===== src/source/dump_defines.svh =====
`ifndef DUMP_DEFINES_SVH
`define DUMP_DEFINES_SVH

// Data memory geometry
`define MEM_DEPTH 16 // Words in the dump memory
`define ADDR_W    4  // Word address bits
`define WORD_W    32 // Bits per data word

// Button filter
`define DB_CYCLES 8  // Cycles a level must hold before it is taken

// UART bit timing
`define BAUD_DIV  8  // Clock cycles per UART bit

`endif


===== src/source/dump_pkg.sv =====
`default_nettype none

`include "dump_defines.svh"

package dump_pkg;

	// Host write request, held stable while wr_req is high
	typedef struct packed {
		logic [`ADDR_W-1:0] addr; // Word address
		logic [`WORD_W-1:0] data; // Word to store
	} mem_wr_t;

	// Read request from the dump engine
	typedef struct packed {
		logic               en;   // Read strobe
		logic [`ADDR_W-1:0] addr; // Word address
	} mem_rd_t;

	// One byte offered to the UART transmitter
	typedef struct packed {
		logic       valid; // Held until byte_ack
		logic [7:0] data;  // Payload byte
	} uart_byte_t;

endpackage

`default_nettype wire


===== src/source/baud_timer.sv =====
`default_nettype none

`include "dump_defines.svh"

module baud_timer (
	input  wire  CLK,
	input  wire  rst_n,
	input  wire  baud_en,  // High for the length of a frame
	output logic bit_tick  // One cycle at the end of each bit
);

	localparam int CW = $clog2(`BAUD_DIV);

	logic [CW-1:0] cnt;
	logic          last_cycle;

	assign last_cycle = (cnt == CW'(`BAUD_DIV - 1));

	always_ff @(posedge CLK) begin
		if (!rst_n || !baud_en)
			cnt <= '0; // Held at zero so each frame starts aligned
		else if (last_cycle)
			cnt <= '0; // Wrap into the next bit
		else
			cnt <= cnt + 1'b1;
	end

	assign bit_tick = baud_en && last_cycle;

endmodule

`default_nettype wire


===== src/source/btn_debounce.sv =====
`default_nettype none

`include "dump_defines.svh"

module btn_debounce (
	input  wire        CLK,
	input  wire        rst_n,
	input  wire  [3:0] btn,   // Raw, asynchronous
	output logic [3:0] db_btn // Settled levels
);

	localparam int CW = $clog2(`DB_CYCLES + 1);

	logic [3:0]    sync_a;   // First synchronizer stage
	logic [3:0]    sync_b;   // Second stage, safe to use
	logic [3:0]    last;     // Level seen on the previous clock
	logic [CW-1:0] cnt [4];  // Stable cycles per button

	always_ff @(posedge CLK) begin
		if (!rst_n) begin
			sync_a <= '0;
			sync_b <= '0;
			last   <= '0;
			db_btn <= '0;
			for (int i = 0; i < 4; i++)
				cnt[i] <= '0;
		end else begin
			sync_a <= btn;
			sync_b <= sync_a;
			last   <= sync_b;
			for (int i = 0; i < 4; i++) begin
				if (sync_b[i] != last[i])
					cnt[i] <= '0; // Any change starts the count over
				else if (cnt[i] != CW'(`DB_CYCLES))
					cnt[i] <= cnt[i] + 1'b1;
				else
					db_btn[i] <= last[i]; // Held long enough, accept it
			end
		end
	end

endmodule

`default_nettype wire


===== src/source/data_mem.sv =====
`default_nettype none

`include "dump_defines.svh"

module data_mem import dump_pkg::*; (
	input  wire                CLK,
	input  wire                rst_n,
	input  wire                wr_req,  // Four-phase request from the host
	input  wire  mem_wr_t      wr,
	output logic               wr_ack,
	input  wire  mem_rd_t      rd,      // Dump engine read port
	output logic [`WORD_W-1:0] rd_data
);

	logic [`WORD_W-1:0] mem [`MEM_DEPTH];

	// wr_ack doubles as the phase bit of the handshake
	// Low means waiting for req, high means waiting for req to drop
	always_ff @(posedge CLK) begin
		if (!rst_n) begin
			wr_ack <= 1'b0;
			for (int i = 0; i < `MEM_DEPTH; i++)
				mem[i] <= '0; // Unwritten words dump as zero
		end else begin
			if (wr_req && !wr_ack) begin
				mem[wr.addr] <= wr.data; // One write per request
				wr_ack       <= 1'b1;
			end else if (!wr_req && wr_ack) begin
				wr_ack <= 1'b0; // Return to zero phase
			end
		end
	end

	// Registered read, old data on a same-address write
	always_ff @(posedge CLK) begin
		if (rd.en)
			rd_data <= mem[rd.addr];
	end

endmodule

`default_nettype wire


===== src/source/dump_fsm.sv =====
`default_nettype none

`include "dump_defines.svh"

module dump_fsm import dump_pkg::*; (
	input  wire                CLK,
	input  wire                rst_n,
	input  wire                start_btn, // Debounced button 0
	output mem_rd_t            rd,
	input  wire  [`WORD_W-1:0] rd_data,
	output uart_byte_t         tx_byte,
	input  wire                byte_ack,
	input  wire                tx_busy,
	output logic               busy
);

	typedef enum logic [2:0] {
		IDLE,
		READ,     // Read strobe to the memory
		LOAD,     // Word arrives, capture it
		OFFER,    // Present one byte
		WAIT_ACK,
		WAIT_TX,  // Frame still on the line
		NEXT
	} state_t;

	state_t             state;
	logic               start_prev; // For the rising edge
	logic [`ADDR_W-1:0] addr;       // Word being dumped
	logic [1:0]         byte_idx;   // 0 is the least significant byte
	logic [`WORD_W-1:0] word;       // Captured memory word

	always_comb begin
		rd.en   = (state == READ);
		rd.addr = addr;
	end

	always_ff @(posedge CLK) begin
		if (!rst_n) begin
			state      <= IDLE;
			start_prev <= 1'b0;
			addr       <= '0;
			byte_idx   <= '0;
			tx_byte    <= '0;
			busy       <= 1'b0;
		end else begin
			start_prev <= start_btn;
			case (state)
				IDLE: begin
					if (start_btn && !start_prev) begin // Edges only count here
						addr     <= '0;
						byte_idx <= '0;
						busy     <= 1'b1;
						state    <= READ;
					end
				end
				READ:  state <= LOAD;
				LOAD:  state <= OFFER;
				OFFER: begin
					tx_byte.valid <= 1'b1;
					tx_byte.data  <= word[{byte_idx, 3'b000} +: 8];
					state         <= WAIT_ACK;
				end
				WAIT_ACK: begin
					if (byte_ack) begin
						tx_byte.valid <= 1'b0; // Transmitter has the byte
						state         <= WAIT_TX;
					end
				end
				WAIT_TX: begin
					if (!tx_busy && !byte_ack) // Back-pressure from the UART
						state <= NEXT;
				end
				NEXT: begin
					if (byte_idx != 2'd3) begin
						byte_idx <= byte_idx + 1'b1;
						state    <= OFFER; // Same word, next byte
					end else if (addr == `ADDR_W'(`MEM_DEPTH - 1)) begin
						byte_idx <= '0;
						busy     <= 1'b0; // Last stop bit is out
						state    <= IDLE;
					end else begin
						byte_idx <= '0;
						addr     <= addr + 1'b1;
						state    <= READ;
					end
				end
				default: state <= IDLE;
			endcase
		end
	end

	// Word capture, rd_data is valid during LOAD
	always_ff @(posedge CLK) begin
		if (state == LOAD)
			word <= rd_data;
	end

endmodule

`default_nettype wire


===== src/source/dump_top.sv =====
`default_nettype none

`include "dump_defines.svh"

module dump_top import dump_pkg::*; (
	input  wire        CLK,      // Already divided board clock
	input  wire        rst_n,
	input  wire  [3:0] btn,
	input  wire  [2:0] switches,
	input  wire        wr_req,   // Host write handshake
	input  wire  mem_wr_t wr,
	output logic       wr_ack,
	output logic       tx,       // UART line out
	output logic       busy,     // Dump in progress
	output logic       irq
);

	logic [3:0]         db_btn;
	mem_rd_t            rd;
	logic [`WORD_W-1:0] rd_data;
	uart_byte_t         tx_byte;
	logic               byte_ack;
	logic               tx_busy;
	logic               baud_en;
	logic               bit_tick;

	btn_debounce debounce (
		.CLK    (CLK),
		.rst_n  (rst_n),
		.btn    (btn),
		.db_btn (db_btn)
	);

	data_mem mem (
		.CLK     (CLK),
		.rst_n   (rst_n),
		.wr_req  (wr_req),
		.wr      (wr),
		.wr_ack  (wr_ack),
		.rd      (rd),
		.rd_data (rd_data)
	);

	// Button 0 starts the dump
	dump_fsm engine (
		.CLK       (CLK),
		.rst_n     (rst_n),
		.start_btn (db_btn[0]),
		.rd        (rd),
		.rd_data   (rd_data),
		.tx_byte   (tx_byte),
		.byte_ack  (byte_ack),
		.tx_busy   (tx_busy),
		.busy      (busy)
	);

	uart_tx uart (
		.CLK      (CLK),
		.rst_n    (rst_n),
		.tx_byte  (tx_byte),
		.byte_ack (byte_ack),
		.tx_busy  (tx_busy),
		.baud_en  (baud_en),
		.bit_tick (bit_tick),
		.tx       (tx)
	);

	baud_timer baud (
		.CLK      (CLK),
		.rst_n    (rst_n),
		.baud_en  (baud_en),
		.bit_tick (bit_tick)
	);

	// Interrupt on any settled button or any switch
	always_ff @(posedge CLK) begin
		if (!rst_n)
			irq <= 1'b0;
		else
			irq <= |db_btn || |switches;
	end

endmodule

`default_nettype wire


===== src/source/uart_tx.sv =====
`default_nettype none

module uart_tx import dump_pkg::*; (
	input  wire        CLK,
	input  wire        rst_n,
	input  wire uart_byte_t tx_byte, // Offered byte, valid held until ack
	output logic       byte_ack,
	output logic       tx_busy,  // High while a frame is on the line
	output logic       baud_en,
	input  wire        bit_tick,
	output logic       tx        // Serial line, idles high
);

	logic [9:0] frame;   // Stop, data MSB..LSB, start
	logic [3:0] bit_cnt; // Bits already sent

	always_ff @(posedge CLK) begin
		if (!rst_n) begin
			frame    <= '1; // All ones keeps the line idle
			bit_cnt  <= '0;
			byte_ack <= 1'b0;
			tx_busy  <= 1'b0;
		end else begin
			if (tx_byte.valid && !byte_ack && !tx_busy) begin
				frame    <= {1'b1, tx_byte.data, 1'b0}; // 8N1 framing
				bit_cnt  <= '0;
				byte_ack <= 1'b1;
				tx_busy  <= 1'b1;
			end else begin
				if (!tx_byte.valid)
					byte_ack <= 1'b0; // Requester has let go
				if (tx_busy && bit_tick) begin
					frame <= {1'b1, frame[9:1]}; // Next bit, fill with idle
					if (bit_cnt == 4'd9) begin
						tx_busy <= 1'b0; // Stop bit done
						bit_cnt <= '0;
					end else begin
						bit_cnt <= bit_cnt + 1'b1;
					end
				end
			end
		end
	end

	assign baud_en = tx_busy;   // Timer runs only during a frame
	assign tx      = frame[0];

endmodule

`default_nettype wire


===== config.mk =====
export PLATFORM = sky130hd
export DESIGN_NAME = dump_top
export DESIGN_NICKNAME = d
export VERILOG_FILES = /design/src/source/dump_pkg.sv /design/src/source/baud_timer.sv /design/src/source/btn_debounce.sv /design/src/source/data_mem.sv /design/src/source/dump_fsm.sv /design/src/source/dump_top.sv /design/src/source/uart_tx.sv
export VERILOG_INCLUDE_DIRS = /design/src /design/src/source
export SDC_FILE = /design/constraint.sdc
export NUM_CORES = 1
export LEC_CHECK = 0
export BUFFER_PORTS_ARGS = -buffer_cell sky130_fd_sc_hd__buf_4
export CORE_MARGIN = 4
export CORE_UTILIZATION = 45
export DETAILED_ROUTE_END_ITERATION = 7
export GPL_ROUTABILITY_DRIVEN = 0
export PLACE_DENSITY = 0.61
export SYNTH_ARGS = -nofsm -noshare
export SYNTH_HDL_FRONTEND = slang
export SYNTH_SLANG_ARGS = --single-unit

===== constraint.sdc =====
create_clock -name CLK -period 8.54 [get_ports CLK]
set_input_delay 1.708 -clock CLK [delete_from_list [all_inputs] [get_ports CLK]]
set_output_delay 1.708 -clock CLK [all_outputs]
set_load 0.1 [all_outputs]

After elaboration in Yosys (flattened, before gate mapping)
Memory sizes are Yosys's and may differ from the RTL's. A register that Yosys moved wholly into a read port is not among the register bits.
Cells that the tools add are included.
- add/subtract/negate cells: 8
- bitwise logic cells: 17
- mux-type cells: 72
- equality and inequality tests: 25
- shift-type cells: 1
- reductions and logical operators: 37
- operator list (operator ; number):
    $mux W4 ; 13
    $mux W1 ; 45
    $mux W32 ; 1
    $reduce_or A32 Y1 ; 1
    $shiftx A32 B6 Y8 ; 1
    $add A4 B1 Y4 const B ; 6
    $pmux W3 S7 ; 1
    $mux W9 ; 2
    $ne A4 B4 Y1 const B ; 4
    $reduce_and A2 Y1 ; 7
    $eq A3 B3 Y1 const B ; 4
    $mux W3 ; 4
    $ne A2 B1 Y1 const B ; 5
    $reduce_bool A2 Y1 ; 5
    $not A1 Y1 ; 9
    $eq A4 B4 Y1 const B ; 2
    $logic_and A1 B1 Y1 ; 8
    $or A1 B1 Y1 ; 8
    $pmux W4 S2 ; 1
    $reduce_and A4 Y1 ; 2
    $eq A3 B2 Y1 const B ; 2
    $logic_not A1 Y1 ; 6
    $ne A2 B2 Y1 const B ; 3
    $mux W2 ; 2
    other kinds (12) ; 18
- RAM bits: 528
- flip-flop bits (word level): 88
- memories kept: 2
- output and inout port bits: 4
- word-level logic and storage cells: 184
- input port bits: 46
- memory list (memory ; depth ; bits a word ; rd ports ; clocked after Yosys merged registers in ; write ports ; line ; RTL):
    mem.mem ; 16 ; 32 ; 1 ; 1 ; 16 ; data_mem.sv:15 ; logic [`WORD_W-1:0] mem [`MEM_DEPTH];
    debounce.cnt ; 4 ; 4 ; 4 ; 0 ; 4 ; btn_debounce.sv:17 ; logic [CW-1:0] cnt [4];

Longest topological paths before layout
- depth after elaboration: 7
- gate-level depth with buffers: 8
- mapped depth without buffers: 6

Hierarchy
Synthesis repeated with hierarchy kept, for this count alone.
- cells, all modules: 1812
- area total of the unflattened synthesis: 28250.8 um2
- by module, submodules not included (module ; area each (um2) ; cells an instance ; seq. area each (um2) ; instances):
    data_mem ; 23821.6 ; 1453 ; 16355.7 ; 1
    dump_fsm ; 2099.5 ; 138 ; 1361.3 ; 1
    btn_debounce ; 1466.4 ; 131 ; 800.8 ; 1
    uart_tx ; 690.7 ; 77 ; 300.3 ; 1
    baud_timer ; 127.6 ; 9 ; 60.1 ; 1
    dump_top ; 45.0 ; 4 ; 20.0 ; 1

Worst setup path before layout
Ideal clock, no wire load.
- path type: input-to-reg
- start: in wr_req
- end: mem mem.mem[1][0] (netlist name) (enable)
- setup time: 466 ps
- cell stages on the path: 5
- path slack: 3330 ps
- path buffers: 1
- required time: 8074 ps
- arrival time: 4744 ps
- path through: ha_1 > nand2_1 > or3_1 > buf_2 > o21ai_0
- RTL lines (item ; line ; RTL):
    start, declared ; dump_top.sv:10 ; input wire wr_req,
    end, declared ; data_mem.sv:15 ;

==> metrics.txt <==
post-layout min period=4630 ps; Port Buffers=49; Yosys top cell area share=0.625; outcome=finished clean; CP Launch Type=input port; cell area after synthesis=28,400 um2; Post-synth EDFFs=592; slowest stage delay, CP=1050 ps; # DRC=0; Post-CTS Setup Bufs=0; LEAKAGE=11.2 nW; clock root buffer=clkbuf_16; Worst R2R Start=mem.wr_ack$_SDFFE_PN0P_; nets=2,032; Power Total=6.75 mW; crit share post-route=0.542; synth unique cells=43; Overflow after GRT=0; leading post-synthesis cells by cell area=edfxtp_1 (63%), and2_1 (12%), mux4_2 (5.9%); hold_buf cts=0; first-pass GRT wire length=102,000 um; CTS Buf Count=71; Die Span Y=259 um; largest net degree at the start of global routing=70; post-layout instance area=31,900 um2; most common cell in the netlist=edfxtp_1; Gates resized, CTS repair=0; top sig layer=met4; Die W=259 um; setup TNS=0 ps; Net Count, Synth=2,023; max-slew violation count=0; Worst Skew=31.0 ps; placed insts=2,737; Max Cap Violations=0; area of placed instances=29,700 um2; vias in the first global route=15,965; ant diodes=0; crit-path max FO=33; metal1 wirelength=29,500 um; largest family of logic cells by synthesized area=simple AND/OR/NAND/NOR gates; CTS tree=yes; Synth Register Bits=648; area of the multi-input gates=9030 um2; DRT iter0 DRCs=1,505; Worst R2R Path Depth=6; Setup violations, final=0; Worst path slowest cell=nor3_4; Post-synth ARST share=0; register area share after synthesis=0.665; final setup margin=3910 ps; fin cells=2,864; dominant cell type by area after synthesis=edfxtp_1; Clock Sink Count=648; WP data arrival=4850 ps; FF-to-FF End=mem.mem[0][5]$_SDFFCE_PN0P_; die footprint=67,300 um2; Syn Inst Count=1,964; CP endpoint=mem.mem[0][5]$_SDFFCE_PN0P_; routed length on met3=3900 um; worst path cell trace=buf_4 -> ha_1 -> nand2_1 -> or3_1 -> nor3_4 -> nand2b_2; Setup WS pre-CTS=3340 ps; gr usage total=0.205; wire length after detailed routing=68,400 um; vias per cell=5.50; register area=18,900 um2; compound-cell area share of the yosys netlist=0.0389; Warnings, synthesis=0; XOR/XNOR share of the synthesized area=0.00493; Worst Path Required=8760 ps; DR WL/cell=23.9 um; layout cells sized above 1=0.148; post-route ant nets=0; WL met2=33,600 um; Most used DFF post-synth=edfxtp_1; fillers=5,284; # IOs=50; placed wire-length estimate=40,900 um; PwrDens=212 nW/um2; FMAX=0.216 GHz; Longest Clk Path Bufs=3; crit path capture type=register; synth cell count leaders=edfxtp_1 (592), and2_1 (536), mux2i_1 (125); Worst Tran Pin Value=1290 ps; DR pass1 iterations=5; H-tree levels=3; Via Count=15,763; Max rail drop VDD=148 uV; Avg Inst Size Synth=14.5 um2; FF-to-FF setup slack=4720 ps; RSZ-0062 raised after global routing=no; initial antenna violation count=1; Core ar.=62,200 um2; Setup Crit Path Kind=input port to register; post-synthesis mux area share=0.103; Synth Area in Adders=0.00572; Critical path origin=wr_req; Hold Crit Class=register to register; clk slew on worst S/H paths=60 ps; # rows=91; worst relative slew slack=0.138; worst skew pair latency=600 ps; Synth Area in Simple Gates=0.157; initial core utilization=0.457; area delta synth->final=12.2%; final hold violations=0
## area by class of cell
class,instances,area share
multi-input cells,1151,0.283
clock buffers,99,0.0627
well taps,837,0.0328
repair buffers,86,0.0202
clock inverters,28,0.00632
inverters,15,0.00177
flip-flops and latches,648,0.593
## worst max-delay path, delay by kind of cell
kind / cells / cell delay, ps
AND/OR/NAND/NOR: 4 / 2590
adder cells (fa/ha/maj): 1 / 420
buffers and inverters: 1 / 80
## through the flow
stage	util	hold slack [ps]
floorplan	-	400
finish	0.513	416
global placement	0.478	407
CTS	0.513	415
detailed placement	0.478	405
global route	0.513	418
## worst min path at each step
| stage | start | endpoint | slack [ps] | depth (start not counted) |
|---|---|---|---|---|
| after floorplan | mem.rd_data[0]$_DFFE_PP_ | engine.word[0]$_DFFE_PN_ | 400 | 0 |
| after global placement | mem.rd_data[19]$_DFFE_PP_ | engine.word[19]$_DFFE_PN_ | 410 | 0 |
| after detailed placement | mem.rd_data[11]$_DFFE_PP_ | engine.word[11]$_DFFE_PN_ | 400 | 0 |
| after CTS | mem.rd_data[23]$_DFFE_PP_ | engine.word[23]$_DFFE_PN_ | 410 | 0 |
| after global routing | mem.rd_data[2]$_DFFE_PP_ | engine.word[2]$_DFFE_PN_ | 420 | 0 |
| final | mem.rd_data[23]$_DFFE_PP_ | engine.word[23]$_DFFE_PN_ | 420 | 0 |
## power breakdown
part | switching (mW) | internal [mW] | total (mW)
registers | 0.0302 | 3.56 | 3.59
logic | 0.185 | 0.0737 | 0.259
clock network | 1.21 | 1.70 | 2.91
## state kept, by name, summed over array words and instances, names as in the netlist, 2 cells and up
signal and cells:
mem.mem 512, engine.word 32, mem.rd_data 32, debounce.cnt 16, engine.tx_byte 9, uart.frame 9, debounce.db_btn 4, debounce.last 4
debounce.sync_a 4, debounce.sync_b 4, engine.addr 4, uart.bit_cnt 4, baud.cnt 3, engine.state 3, engine.byte_idx 2
## kinds of logic after synthesis
family	Yosys count
buffers and inverters	165
multiplexers	200
XOR/XNOR	16
AO/OA/AOI/OAI	155
adder cells (fa/ha/maj)	13
AND/OR/NAND/NOR	767
flip-flops	648
## layout by cell type (no fill, tap or decap), types with 8 or more instances in the layout
master and count:
nor2_1 31, edfxtp_1 592, nor2b_1 11, o21ai_0 14, clkbuf_16 76, a21boi_0 17, clkbuf_1 21, clkinv_2 8
buf_4 86, mux2i_1 125, ha_1 13, dfxtp_1 52, nand3_1 45, nor2_2 15, and2_1 536, clkinv_1 12
mux4_2 75, a22oi_1 95, inv_1 15, nand2_1 79, xnor2_1 9, o21ai_4 12, nand2b_1 13
## routing by layer
layer	up-vias	GRT usage
li1	7153	-
met1	8087	0.281
met2	427	0.343
met3	96	0.0371
met4	0	0.0478
met5	-	0
Power figures use the tool's default switching activity.
